[src/wb_defines.svh]
////////////////////
// store write buffer widths and depth
// shared by the package and the datapath blocks
////////////////////

`ifndef WB_DEFINES_SVH
`define WB_DEFINES_SVH

// address and data lane widths
`define WB_ADDR_W 32
`define WB_DATA_W 64

// buffer depth, pointer and count widths
// count needs one more bit than the pointer to hold a full buffer
`define WB_DEPTH  4
`define WB_PTR_W  2
`define WB_CNT_W  3

`endif

[src/wb_pkg.sv]
////////////////////
// store write buffer types
// size code, pipeline requests and the buffer entry
////////////////////

`include "wb_defines.svh"

package wb_pkg;

  // access size, byte count is 1 << code
  typedef enum logic [1:0] {SIZE_1B, SIZE_2B, SIZE_4B, SIZE_8B} size_e;

  // store from the pipeline, data valid in the low bytes
  typedef struct packed {
    logic [`WB_ADDR_W-1:0] addr;
    logic [`WB_DATA_W-1:0] data;
    size_e                 size;
  } st_req_t;

  typedef struct packed {
    logic [`WB_ADDR_W-1:0] addr;
    size_e                 size;
  } ld_req_t;

  // 130 bit entry, data occupies the low 64 bits
  // then start address, end address and size at the top
  typedef struct packed {
    size_e                 size;
    logic [`WB_ADDR_W-1:0] end_addr;
    logic [`WB_ADDR_W-1:0] start_addr;
    logic [`WB_DATA_W-1:0] data;
  } wb_entry_t;

endpackage

[src/mem_conflict_chk.sv]
////////////////////
// load/store conflict check
// flags a load whose byte range overlaps any pending store
////////////////////

`include "wb_defines.svh"

module mem_conflict_chk (
  input  wb_pkg::ld_req_t      ld_req_i,
  input  wb_pkg::wb_entry_t    entries_i [`WB_DEPTH],
  input  logic [`WB_PTR_W-1:0] rd_ptr_i,
  input  logic [`WB_CNT_W-1:0] cnt_i,
  output logic                 conflict_o
);

  logic [`WB_ADDR_W-1:0] ld_end;
  logic [`WB_DEPTH-1:0]  occupied;
  logic [`WB_DEPTH-1:0]  overlap;

  // last byte touched by the load
  assign ld_end = ld_req_i.addr + {{(`WB_ADDR_W-4){1'b0}}, 4'd1 << ld_req_i.size} - 1'b1;

  for (genvar k = 0; k < `WB_DEPTH; k++) begin : g_slot
    localparam logic [`WB_PTR_W-1:0] SLOT = k;
    logic [`WB_PTR_W-1:0] age;

    // distance from the oldest entry, wraps mod depth
    assign age = SLOT - rd_ptr_i;

    // slot holds a pending store when it is younger than the count
    assign occupied[k] = ({{(`WB_CNT_W-`WB_PTR_W){1'b0}}, age} < cnt_i);

    // ranges overlap when each starts at or before the other ends
    assign overlap[k] = occupied[k] &&
                        (ld_req_i.addr <= entries_i[k].end_addr) &&
                        (entries_i[k].start_addr <= ld_end);
  end

  assign conflict_o = |overlap;

endmodule

[src/store_align.sv]
////////////////////
// store alignment
// moves store bytes onto their lanes in the 8-byte line
// and computes the byte range of the store
////////////////////

`include "wb_defines.svh"

module store_align (
  input  wb_pkg::st_req_t   req_i,
  output wb_pkg::wb_entry_t entry_o
);
  import wb_pkg::*;

  logic [`WB_DATA_W-1:0] byte_mask;
  logic [`WB_DATA_W-1:0] masked_data;
  logic [5:0]            lane_shift;
  logic [`WB_ADDR_W-1:0] byte_cnt;

  // keep only the bytes that belong to the store
  always_comb begin
    case (req_i.size)
      SIZE_1B: byte_mask = 64'h0000_0000_0000_00ff;
      SIZE_2B: byte_mask = 64'h0000_0000_0000_ffff;
      SIZE_4B: byte_mask = 64'h0000_0000_ffff_ffff;
      // full line
      default: byte_mask = '1;
    endcase
  end

  assign masked_data = req_i.data & byte_mask;

  // byte offset within the line, in bits
  assign lane_shift = {req_i.addr[2:0], 3'b000};

  assign byte_cnt = {{(`WB_ADDR_W-4){1'b0}}, 4'd1 << req_i.size};

  always_comb begin
    // bytes shifted past lane 7 fall off here
    entry_o.data       = masked_data << lane_shift;
    entry_o.start_addr = req_i.addr;
    // end address stays exact even when the lanes are truncated
    entry_o.end_addr   = req_i.addr + byte_cnt - 1'b1;
    entry_o.size       = req_i.size;
  end

endmodule

[src/wb_ctrl.sv]
////////////////////
// write buffer control
// push, pop, memory write strobe and the stall outputs
////////////////////

module wb_ctrl (
  input  logic st_valid_i,
  input  logic ld_valid_i,
  input  logic mem_ready_i,
  input  logic empty_i,
  input  logic full_i,
  input  logic conflict_i,
  output logic wr_o,
  output logic rd_o,
  output logic mem_wr_o,
  output logic st_stall_o,
  output logic ld_stall_o
);

  // store taken only while there is room
  // a pop in the same cycle does not free a slot for it
  assign wr_o = st_valid_i & ~full_i;

  // drain the oldest entry whenever memory accepts
  assign rd_o = mem_ready_i & ~empty_i;

  // the drained entry goes out on the same edge it is popped
  assign mem_wr_o = rd_o;

  // hold the pipeline store until a slot frees up
  assign st_stall_o = st_valid_i & full_i;

  // any overlap with a pending store holds the load,
  // including the entry leaving this cycle
  assign ld_stall_o = ld_valid_i & conflict_i;

endmodule

[src/wr_fifo.sv]
////////////////////
// write buffer storage
// 4-entry FIFO of store entries with count, empty and full,
// all slots and the read pointer visible to the conflict check
////////////////////

`include "wb_defines.svh"

module wr_fifo (
  input  logic                 clk,
  input  logic                 reset_i,
  input  logic                 wr_i,
  input  logic                 rd_i,
  input  wb_pkg::wb_entry_t    wr_data_i,
  output wb_pkg::wb_entry_t    rd_data_o,
  output wb_pkg::wb_entry_t    entries_o [`WB_DEPTH],
  output logic [`WB_PTR_W-1:0] rd_ptr_o,
  output logic [`WB_CNT_W-1:0] cnt_o,
  output logic                 empty_o,
  output logic                 full_o
);
  import wb_pkg::*;

  wb_entry_t            mem_q [`WB_DEPTH];
  logic [`WB_PTR_W-1:0] rd_ptr_q;
  logic [`WB_PTR_W-1:0] wr_ptr_q;
  logic [`WB_CNT_W-1:0] cnt_q;

  // pointers wrap naturally at the depth
  // wr_i and rd_i arrive already qualified by full and empty
  always_ff @(posedge clk) begin
    if (reset_i) begin
      rd_ptr_q <= '0;
      wr_ptr_q <= '0;
      cnt_q    <= '0;
    end else begin
      if (wr_i) begin
        wr_ptr_q <= wr_ptr_q + 1'b1;
      end
      if (rd_i) begin
        rd_ptr_q <= rd_ptr_q + 1'b1;
      end
      // push and pop together leave the count alone
      case ({wr_i, rd_i})
        2'b10:   cnt_q <= cnt_q + 1'b1;
        2'b01:   cnt_q <= cnt_q - 1'b1;
        default: cnt_q <= cnt_q;
      endcase
    end
  end

  // entry storage
  always_ff @(posedge clk) begin
    if (wr_i) begin
      mem_q[wr_ptr_q] <= wr_data_i;
    end
  end

  // oldest entry
  assign rd_data_o = mem_q[rd_ptr_q];

  assign entries_o = mem_q;
  assign rd_ptr_o  = rd_ptr_q;
  assign cnt_o     = cnt_q;

  assign empty_o = (cnt_q == '0);
  assign full_o  = (cnt_q == `WB_DEPTH);

endmodule

[src/write_buffer_top.sv]
////////////////////
// store write buffer top
// align, buffer and drain stores, stall conflicting loads
////////////////////

`include "wb_defines.svh"

module write_buffer_top (
  input  logic                 clk,
  input  logic                 reset_i,
  input  logic                 st_valid_i,
  input  wb_pkg::st_req_t      st_req_i,
  input  logic                 ld_valid_i,
  input  wb_pkg::ld_req_t      ld_req_i,
  input  logic                 mem_ready_i,
  output logic                 mem_wr_o,
  output wb_pkg::wb_entry_t    mem_entry_o,
  output logic                 st_stall_o,
  output logic                 ld_stall_o,
  output logic [`WB_CNT_W-1:0] cnt_o
);
  import wb_pkg::*;

  wb_entry_t            st_entry;
  wb_entry_t            entries [`WB_DEPTH];
  logic [`WB_PTR_W-1:0] rd_ptr;
  logic                 fifo_wr;
  logic                 fifo_rd;
  logic                 empty;
  logic                 full;
  logic                 conflict;

  store_align u_store_align (
    .req_i   (st_req_i),
    .entry_o (st_entry)
  );

  // oldest entry doubles as the memory write payload
  wr_fifo u_wr_fifo (
    .clk       (clk),
    .reset_i   (reset_i),
    .wr_i      (fifo_wr),
    .rd_i      (fifo_rd),
    .wr_data_i (st_entry),
    .rd_data_o (mem_entry_o),
    .entries_o (entries),
    .rd_ptr_o  (rd_ptr),
    .cnt_o     (cnt_o),
    .empty_o   (empty),
    .full_o    (full)
  );

  mem_conflict_chk u_mem_conflict_chk (
    .ld_req_i   (ld_req_i),
    .entries_i  (entries),
    .rd_ptr_i   (rd_ptr),
    .cnt_i      (cnt_o),
    .conflict_o (conflict)
  );

  wb_ctrl u_wb_ctrl (
    .st_valid_i  (st_valid_i),
    .ld_valid_i  (ld_valid_i),
    .mem_ready_i (mem_ready_i),
    .empty_i     (empty),
    .full_i      (full),
    .conflict_i  (conflict),
    .wr_o        (fifo_wr),
    .rd_o        (fifo_rd),
    .mem_wr_o    (mem_wr_o),
    .st_stall_o  (st_stall_o),
    .ld_stall_o  (ld_stall_o)
  );

endmodule
[config.mk]
export PLATFORM = sky130hd
export DESIGN_NAME = write_buffer_top
export DESIGN_NICKNAME = d
export VERILOG_FILES = /design/src/wb_pkg.sv /design/src/mem_conflict_chk.sv /design/src/store_align.sv /design/src/wb_ctrl.sv /design/src/wr_fifo.sv /design/src/write_buffer_top.sv
export VERILOG_INCLUDE_DIRS = /design/src
export SDC_FILE = /design/constraint.sdc
export NUM_CORES = 1
export LEC_CHECK = 0
export ABC_AREA = 1
export BUFFER_PORTS_ARGS = -buffer_cell sky130_fd_sc_hd__buf_2
export CAP_MARGIN = 20
export CORE_AREA = 2 2 264 266
export DETAILED_ROUTE_END_ITERATION = 6
export DIE_AREA = 0 0 266 268
export PLACE_DENSITY = 0.64
export SYNTH_ARGS = -nofsm -noshare
export SYNTH_HDL_FRONTEND = slang
export SYNTH_SLANG_ARGS = --single-unit
[constraint.sdc]
create_clock -name clk -period 14.85 [get_ports clk]
set_input_delay 2.97 -clock clk [delete_from_list [all_inputs] [get_ports clk]]
set_output_delay 2.97 -clock clk [all_outputs]
set_load 0.01 [all_outputs]
Yosys cells after proc, flatten, opt, wreduce, memory -nomap -nowiden
Index checks and enable logic that the tools add are counted.
- $lt $le $gt $ge: 15
- bitwise logic cells: 9
- reductions and logical operators: 13
- equality and inequality tests: 5
- shifts and indexed selects: 3
- muxes and demuxes: 8
- add/sub/neg operators: 12
- operators with widths (cell ; number):
    bitwise mux 520 bit ; 1
    two-way mux 130 bit ; 3
    binary-select mux 130 bit (select 2 bit) ; 1
    demux 130 bit (select 2 bit) ; 1
    <= comparator 32 bit ; 8
    one-hot mux 64 bit (3 select lines) ; 1
    adder 32 x 4 -> 32 bit ; 2
    bitwise AND 64 bit ; 1
    << shifter 64 x 6 -> 64 bit ; 1
    subtractor 32 x 1 -> 32 bit, second input constant ; 2
    < comparator 2 x 3 -> 1 bit ; 4
    logical AND 1 bit ; 9
    << shifter 1 x 2 -> 4 bit, first input constant ; 2
    >= comparator 3 bit, second input constant ; 2
    inverter 2 -> 3 bit ; 2
    one-hot mux 3 bit (2 select lines) ; 1
    adder 2 x 1 -> 2 bit, second input constant ; 2
    bitwise AND 1 bit ; 4
    equality test 2 x 1 -> 1 bit, second input constant ; 2
    equality test 2 bit, second input constant ; 2
    OR reduction 4 bit ; 1
    subtractor 1 x 2 -> 2 bit, first input constant ; 2
    subtractor 2 bit, first input constant ; 2
    adder 3 x 1 -> 3 bit, second input constant ; 1
    7 further kinds ; 8
- register bits: 527
- logic and storage cells: 84

Logic depth before layout (Yosys ltp)
Gate-level depths: netlist of run 1.
- depth in word-level cells: 7
- gate-level depth with buffers: 29
- depth with buffers taken out: 29

Cells and area by module
Synthesis of run 1 repeated with hierarchy kept, for this count alone.
- cells, all modules: 3501
- area, all modules: 32338.5 µm²
- modules (own cells, without submodules) (module ; seq. area each (µm²) ; times used ; cells each ; area an instance (µm²)):
    wr_fifo ; 15755.1 ; 1 ; 1311 ; 19638.8
    mem_conflict_chk ; 0.0 ; 1 ; 1226 ; 8039.0
    store_align ; 0.0 ; 1 ; 955 ; 4620.7
    wb_ctrl ; 0.0 ; 1 ; 9 ; 40.0

Worst setup path before layout of run 1
Ideal clock, no wire load.
- kind: input -> output
- start: in ld_req_i[1] (netlist name)
- end: out ld_stall_o
- slack: 5.331 ns
- required time: 11.880 ns
- cell stages on the path: 29
- buffers on the path: 0
- arrival: 6.549 ns
- path through: inv_1 nand2_1 ha_1 inv_1 ha_1 inv_1 fa_1 o21ai_1 a21oi_2 o21ai_1 a21boi_2 o221ai_1 nand3_1 nand2_1 nand3_1 nand2_1 xor2_1 ha_1 nand2_1 nor2_1 nand3_1 nor2_4 nand3_1 nand3b_1 nand2_1 nand2_1 nand2_1 nor2_1 nor2_1
- word-level cells in the longest chain between the ends: 7
- RTL lines (element ; RTL line ; RTL):
    start, declared ; write_buffer_top.sv:14 ; input wb_pkg::ld_req_t ld_req_i,
    << shifter 1 x 2 -> 4 bit * ; mem_conflict_chk.sv:21 ; assign ld_end = ld_req_i.addr + {{(`WB_ADDR_W-4){1'b0}}, 4'd1 << ld_req_i.size} - 1'b1;
    adder 32 x 4 -> 32 bit * ; mem_conflict_chk.sv:21 ;
    subtractor 32 x 1 -> 32 bit * ; mem_conflict_chk.sv:21 ;
    <= comparator 32 bit ; mem_conflict_chk.sv:36 ; (entries_i[k].start_addr <= ld_end);
    logical AND 1 bit ; mem_conflict_chk.sv:35 ; (ld_req_i.addr <= entries_i[k].end_addr) &&
    OR reduction 4 bit * ; mem_conflict_chk.sv:39 ; assign conflict_o = |overlap;
    bitwise AND 1 bit * ; wb_ctrl.sv:35 ; assign ld_stall_o = ld_valid_i & conflict_i;
    end, declared ; write_buffer_top.sv:19 ; output logic ld_stall_o,
Mark *: on every way between the ends. The rest lies on a longest branch, timed or not.

Worst setup path after layout of run 1
Ends and elaborated chain as after synthesis.

==> metrics.csv, run 1 <==
stage,metric,value,unit
run_status,outcome,"finished, final reports clean",
sta,setup_viol,0,
sta,fin_skew,0.03799,ns
routing,via_per_inst,5.705,
job,drv_cap,0,
placed_design,place_area,32890,sq um
yosys,netlist_instances,3003,
critical_path,cp_common_cell,nand2_1,
critical_path,path_class,in2out,
placed_design,preCtsSetupSlack,4.056,ns
yosys,synthesis.area,30630,sq um
clocking,cts_tree,yes,
placed_design,io_buffers,272,
pwr,vdd_drop_max,0.1179,mV
sta,slew_headroom,27.91,%
die,die_x,266,um
grt,grt_max_degree,80,
routing,vias,23800,
clocking,cts_max_level,2,
grt,antenna_found_initial,7,
sta,timing.hold.ws,0.5307,ns
layout,layout-drive-gt1-share,13.49,%
routing,totalWireLength,90470,um
layout,multiInputGateArea,13200,sq um
sta,final-hold-violation-count,0,
routing,drc,0,
sta,period_share,73.04,%
die,io_pins,273,
clocking,post_cts_resized,0,
grt,grt_pass1_wl,135100,um
sta,layout_setup_ws,4.003,ns
clocking,cts_buffer_depth,3,
routing,post_drt_wl_per_cell,21.68,um
die,dieArea,71290,sq um
layout,seq_area,15760,sq um
clocking,clock_sinks,527,
critical_path,max_stage_delay,0.41,ns
clocking,cts_setup_buffers,0,
clocking,cts.clk_slew.worst_paths,0.06,ns
yosys,synthArstFlopShare,0,%
critical_path,cp_max_fo,4,
grt,use_met1,32.13,%
die,rows,96,
pwr,total_power,0.005216,W
yosys,ys_seq_area_share,51.44,%
grt,overflow,0,
yosys,yosysWarningCount,0,
layout,final_cell_area,34750,sq um
sta,fmax,92.19,MHz
sta,period_minus_slack,10.85,ns
grt,grt_util_all_layers,25.03,%
sta,fin_tns_setup,0,ns
yosys,syn_area_per_cell,10.20,sq um
sta,worst_slew_pin_slew,1.081,ns
routing,drt-pass1-iter-count,5,
sta,drv_slew,0,
placed_design,dp_hpwl,63860,um
yosys,synth_flop_cell,edfxtp_1,
critical_path,cp_slowest_cell,fa_1,
worst_hold_path,hp-class,reg2reg,
yosys,ys_types,50,
clocking,cts_buffers,56,
critical_path,crit_arrival,7.88,ns
routing,antenna_left,0,
grt,grt_use_met3,4.820,%
grt,grt-busiest-layer,met2,
pwr,power.leakage,14.58,nW
routing,drtIter0Drc,2000,
critical_path,worst_setup_path_start_kind,primary input,
die,initial_core_util,44.89,%
die,die_y,268,um
clocking,clock_latency,0.64,ns
die,core_region_area,68230,sq um
yosys,synth_seq_cells,527,
clocking,hold_buffers,0,
critical_path,required,11.88,ns
layout,area_growth,13.46,%
sta,rsz0062_at_grt,false,
grt,use_met2,41.58,%
layout,nets,3704,
yosys,synth_fp_nets,3468,
pwr,p_per_area,150.1,nW/um^2
clocking,clockRootBuffer,clkbuf_16,
placed_design,routabilityCongestion,0.9049,
yosys,synth-edff-count,520,
layout,num-fill-cells,6249,
grt,grt_pass1_vias,23100,
critical_path,end_kind,output pin,
-- where the power goes --
part,internal [W],leakage [nW],switching [W]
clock,0.000801,0.875,0.000601
combinational,0.000598,8.82,0.00129
sequential,0.00183,4.89,0.0000938
total,0.00323,14.6,0.00199
-- flip-flops by register name (all words and copies together) (netlist names) --
name	count
u_wr_fifo.entries_o	520
u_wr_fifo.cnt_o	3
u_wr_fifo.rd_ptr_o	2
u_wr_fifo.wr_ptr_q	2
-- logic make-up after synthesis --
family / share of synthesized area [%]
buf+inv: 5.601
simple gates: 15.65
compound gates: 12.24
xor+xnor: 1.601
flops: 51.44
fa+ha+maj: 13.47
-- cell usage after synthesis, types with 4 or more instances --
cell type / number / area [sq um]
nor4_1: 11 / 68.82
nand3b_1: 5 / 37.54
ha_1: 325 / 4066
xor2_1: 39 / 341.6
nand2_2: 9 / 56.30
inv_1: 332 / 1246
nand2_1: 389 / 1460
o21ai_0: 116 / 580.6
nor2_1: 185 / 694.4
nand4_1: 43 / 269.0
a31oi_1: 42 / 262.8
o31ai_1: 4 / 30.03
a211oi_1: 10 / 75.07
o211ai_1: 10 / 75.07
nand3_1: 356 / 1782
xnor2_1: 17 / 148.9
o2111ai_1: 5 / 43.79
clkbuf_1: 111 / 416.7
a21o_1: 14 / 105.1
buf_1: 9 / 33.78
inv_2: 5 / 18.77
a22oi_1: 135 / 1013
a21oi_2: 5 / 43.79
nor3_1: 14 / 70.07
nand2_4: 5 / 56.30
o221ai_1: 41 / 359.1
edfxtp_1: 520 / 15610
dfxtp_1: 7 / 140.1
nand3_2: 13 / 130.1
o21a_1: 9 / 67.56
o21bai_1: 6 / 45.04
a21oi_1: 172 / 860.8
-- worst paths after layout --
check / startpoint / end / slack, ns / cells after the start
hold / removal: u_wr_fifo.wr_ptr_q[1] / u_wr_fifo.wr_ptr_q[1] / 0.53 / 2
hold reg to reg: u_wr_fifo.wr_ptr_q[1] / u_wr_fifo.wr_ptr_q[1] / 0.53 / 2
setup / recovery: ld_req_i[1] / ld_stall_o / 4.00 / 31
setup reg to reg: u_wr_fifo.cnt_o[1] / u_wr_fifo.entries_o[183] / 11.65 / 5
-- cells in the final DEF, fill, tap and decap left out, types with 10 or more instances in the layout --
master | Yosys | layout
nor4_1 | 11 | 11
o221ai_1 | 41 | 41
a211oi_1 | 10 | 10
xor2_1 | 39 | 39
xnor2_1 | 17 | 17
nand2_2 | 9 | 10
clkbuf_1 | 111 | 11
a22oi_1 | 135 | 135
a21o_1 | 14 | 14
clkinv_1 | 0 | 15
ha_1 | 325 | 325
nand2_1 | 389 | 388
o211ai_1 | 10 | 10
o21ai_0 | 116 | 116
a21oi_1 | 172 | 172
nand4_1 | 43 | 43
nand3_2 | 13 | 13
nand3_1 | 356 | 356
a31oi_1 | 42 | 42
nor2_1 | 185 | 179
nor3_1 | 14 | 14
edfxtp_1 | 520 | 520
inv_1 | 332 | 332
buf_4 | 0 | 25
buf_2 | 0 | 272
clkbuf_16 | 0 | 56
-- through the flow --
stage	util [%]	cells
detailed placement	48.20	4062
floorplan	-	3003
global placement	48.20	4062
finish	50.93	4172
global route	50.93	4170
CTS	50.89	4166
-- cell type report --
class	count	area share (%)
antenna	5	0.03601
clock buffer	67	4.152
clock inverter	37	1.116
inverter	337	3.647
multi-input combinational	2019	38.00
sequential	527	45.36
tap	882	3.176
timing repair buffer	298	4.515
-- worst max-delay path: cells and delay by family --
| family | cells | cell delay (ns) |
|---|---|---|
| AND/OR/NAND/NOR | 16 | 1.79 |
| adder cells (fa/ha/maj) | 4 | 1.09 |
| buffers and inverters | 5 | 0.48 |
| AO/OA/AOI/OAI | 5 | 1.18 |
| XOR/XNOR | 1 | 0.38 |
-- metal layers --
layer / up-vias / part of all wire, %
li1: 11410 / -
met1: 11350 / 41
met2: 866 / 47
met3: 171 / 7.3
met4: 6 / 4.3
met5: - / 0.039
No activity file was read; power rests on OpenSTA's default activity.
==> run 2, diff against run 1 <==
PLACE_DENSITY = 0.66   (was 0.64)
clock period = 8.8 ns   (was 14.85 ns; I/O delays follow)
==> run 2 against run 1 <==
Non-clock buffer count rose by 1; cell count rose by 0.12%; critical path depth did not move; global-route usage rose by 0.12 points; sequential power rose by 68%; total power rose by 72%; setup slack got worse by 3.4 ns; largest power group unchanged; clock power rose by 81%.
==> metrics.csv, run 2 (synthesis results as in run 1) <==
stage,metric,value,unit,change
run_status,outcome,"finished, final reports clean",,
clocking,cts_max_level,2,,unchanged
layout,layout_commonest_cell,edfxtp_1,,
worst_hold_path,hp-class,reg2reg,,
sta,setup_viol,0,,unchanged
layout,area_growth,14.12,%,
placed_design,io_buffers,272,,unchanged
critical_path,path_class,in2out,,
critical_path,worst_setup_path_start_kind,primary input,,
clocking,clockRootBuffer,clkbuf_16,,
pwr,comb_power_share,35.8,%,-0.5 points
sta,fin_tns_setup,0,ns,unchanged
placed_design,place_area,32920,sq um,about the same
die,dieArea,71290,sq um,unchanged
pwr,vdd_drop_max,0.2113,mV,+79%
layout,layout-drive-gt1-share,13.72,%,+0.23 points
placed_design,dp_hpwl,64120,um,+0.40%
clocking,clock_latency,0.67,ns,+0.03 ns
grt,overflow,0,,unchanged
pwr,p_int,0.005604,W,+74%
routing,drc,0,,unchanged
grt,grt_max_degree,79,,-1.3%
sta,period_minus_slack,8.227,ns,
sta,fmax,121.6,MHz,
die,initial_core_util,44.89,%,unchanged
layout,mostFrequentLayoutCells,"edfxtp_1 (520), nand2_1 (388), nand3_1 (356), inv_1 (331), ha_1 (325)",,
placed_design,routabilityCongestion,0.9209,,+1.8%
die,die_y,268,um,unchanged
sta,final-hold-violation-count,0,,unchanged
layout,final_cell_area,34950,sq um,+0.58%
routing,antenna_left,0,,unchanged
sta,rsz0062_at_grt,false,,
pwr,p_per_area,257.0,nW/um^2,+71%
clocking,hold_buffers,0,,unchanged
critical_path,crit_arrival,6.47,ns,-1.41 ns
clocking,cts.clk_slew.worst_paths,0.06,ns,about the same
clocking,cts_buffers,56,,unchanged
die,rows,96,,unchanged
layout,post-route-util,51.23,%,+0.30 points
job,drv_cap,0,,unchanged
clocking,cts_setup_buffers,0,,unchanged
grt,antenna_found_initial,9,,+2
pwr,switching_power,0.003378,W,+70%
clocking,cts_buffer_depth,3,,unchanged
sta,drv_slew,0,,unchanged
sta,fin_skew,0.06933,ns,+0.03134 ns
layout,largest_register_ffs,520,,unchanged
critical_path,cp_common_cell,nand2_1,,
clocking,cts_tree,yes,,
layout,nets,3705,,+0.027%
sta,slew_headroom,26.80,%,-1.1 points
critical_path,end_kind,output pin,,
grt,grt_pass1_wl,136300,um,+0.88%
clocking,clock_sinks,527,,unchanged
routing,totalWireLength,90670,um,+0.23%
sta,worst_slew_pin_slew,1.098,ns,+0.01669 ns
routing,drtIter0Drc,2035,,+1.8%
pwr,seqPwrFrac,36.0,%,-0.8 points
critical_path,cp_max_fo,4,,unchanged
critical_path,required,7.04,ns,-4.84 ns
grt,grt_pass1_vias,22950,,-0.67%
die,core_region_area,68230,sq um,unchanged
routing,vias,23860,,+0.23%
die,die_x,266,um,unchanged
routing,post_drt_wl_per_cell,21.71,um,+0.11%
routing,drt-pass1-iter-count,5,,unchanged
pwr,power.share.clock,28.2,%,+1.3 points
routing,via_per_inst,5.711,,+0.11%
sta,period_share,93.49,%,
clocking,post_cts_resized,0,,unchanged
critical_path,max_stage_delay,0.40,ns,about the same
pwr,switching_share,37.61,%,-0.54 points
critical_path,cp_slowest_cell,fa_1,,
grt,grt_util_all_layers,25.15,%,+0.12 points
pwr,power.leakage,14.67,nW,+0.62%
die,io_pins,273,,unchanged
-- run 2: cell types whose count changed in the layout (fill, tap and decap cells not counted), moves of 2 or more --
| cell | delta |
|---|---|
| clkinv_16 | +2 |
| buf_12 | +2 |
| bufinv_16 | +5 |
| inv_6 | +2 |
| clkinv_2 | +2 |
| diode_2 | +2 |
| clkinv_1 | -6 |
| clkbuf_1 | +2 |
| clkinvlp_4 | -2 |
| inv_16 | -2 |
-- run 2: path summary, 6_finish.rpt --
check | start | end | slack (ns) | cells past startpoint
hold / removal | u_wr_fifo.wr_ptr_q[1] | u_wr_fifo.wr_ptr_q[1] | 0.53 | 2
setup / recovery | ld_req_i[1] | ld_stall_o | 0.57 | 31
hold reg to reg | u_wr_fifo.wr_ptr_q[1] | u_wr_fifo.wr_ptr_q[1] | 0.53 | 2
setup reg to reg | u_wr_fifo.cnt_o[1] | u_wr_fifo.entries_o[240] | 5.83 | 5
-- run 2: power groups by stage --
| stage | Clock, W | Combinational [W] | Sequential [W] |
|---|---|---|---|
| 2_1_floorplan | 0 | 0.00192 | 0.00324 |
| 3_3_place_gp | 0 | 0.00317 | 0.00328 |
| 3_5_place_dp | 0 | 0.00321 | 0.00328 |
| 4_1_cts | 0.00257 | 0.00322 | 0.00323 |
| 5_1_grt | 0.00267 | 0.00351 | 0.00326 |
| 6_report | 0.00253 | 0.00321 | 0.00323 |
-- run 2: worst max-delay path, delay by kind of cell --
family / cells / cell delay, ns
AOI/OAI and AO/OA: 5 / 1.17
xor gates and xnor gates: 1 / 0.35
buffers and inverters: 6 / 0.50
and+or+nand+nor: 15 / 1.61
adders and majority gates: 4 / 1.06
-- run 2: metal layers --
layer,up-vias,routed length [um],track usage (%)
met2,877,43680,42.71
met4,4,2540,7.501
met1,11410,37760,33.19
met3,147,6660,4.133
li1,11410,-,-
met5,-,30,0
-- run 2: layout make-up --
class,count,area (sq um)
Fill cell,6178,33270
Sequential cell,527,15760
Multi-Input combinational cell,2019,13200
Timing Repair Buffer,299,1602
Clock buffer,69,1450
Inverter,337,1267
Tap cell,882,1104
Clock inverter,37,544.3
Antenna cell,7,17.52
-- run 2: per-stage QoR --
step                      instances  worst slack, ns  hold WS [ns]  power (W)
after floorplan                3003           0.8439        0.4897   0.005156
after global placement         4061           0.6243        0.5182   0.006452
after detailed placement       4063           0.5852        0.5276   0.006491
after CTS                      4169           0.5707        0.5369   0.009028
after global routing           4173           0.1511        0.5756   0.009434
final                          4177           0.5733        0.5330   0.008982
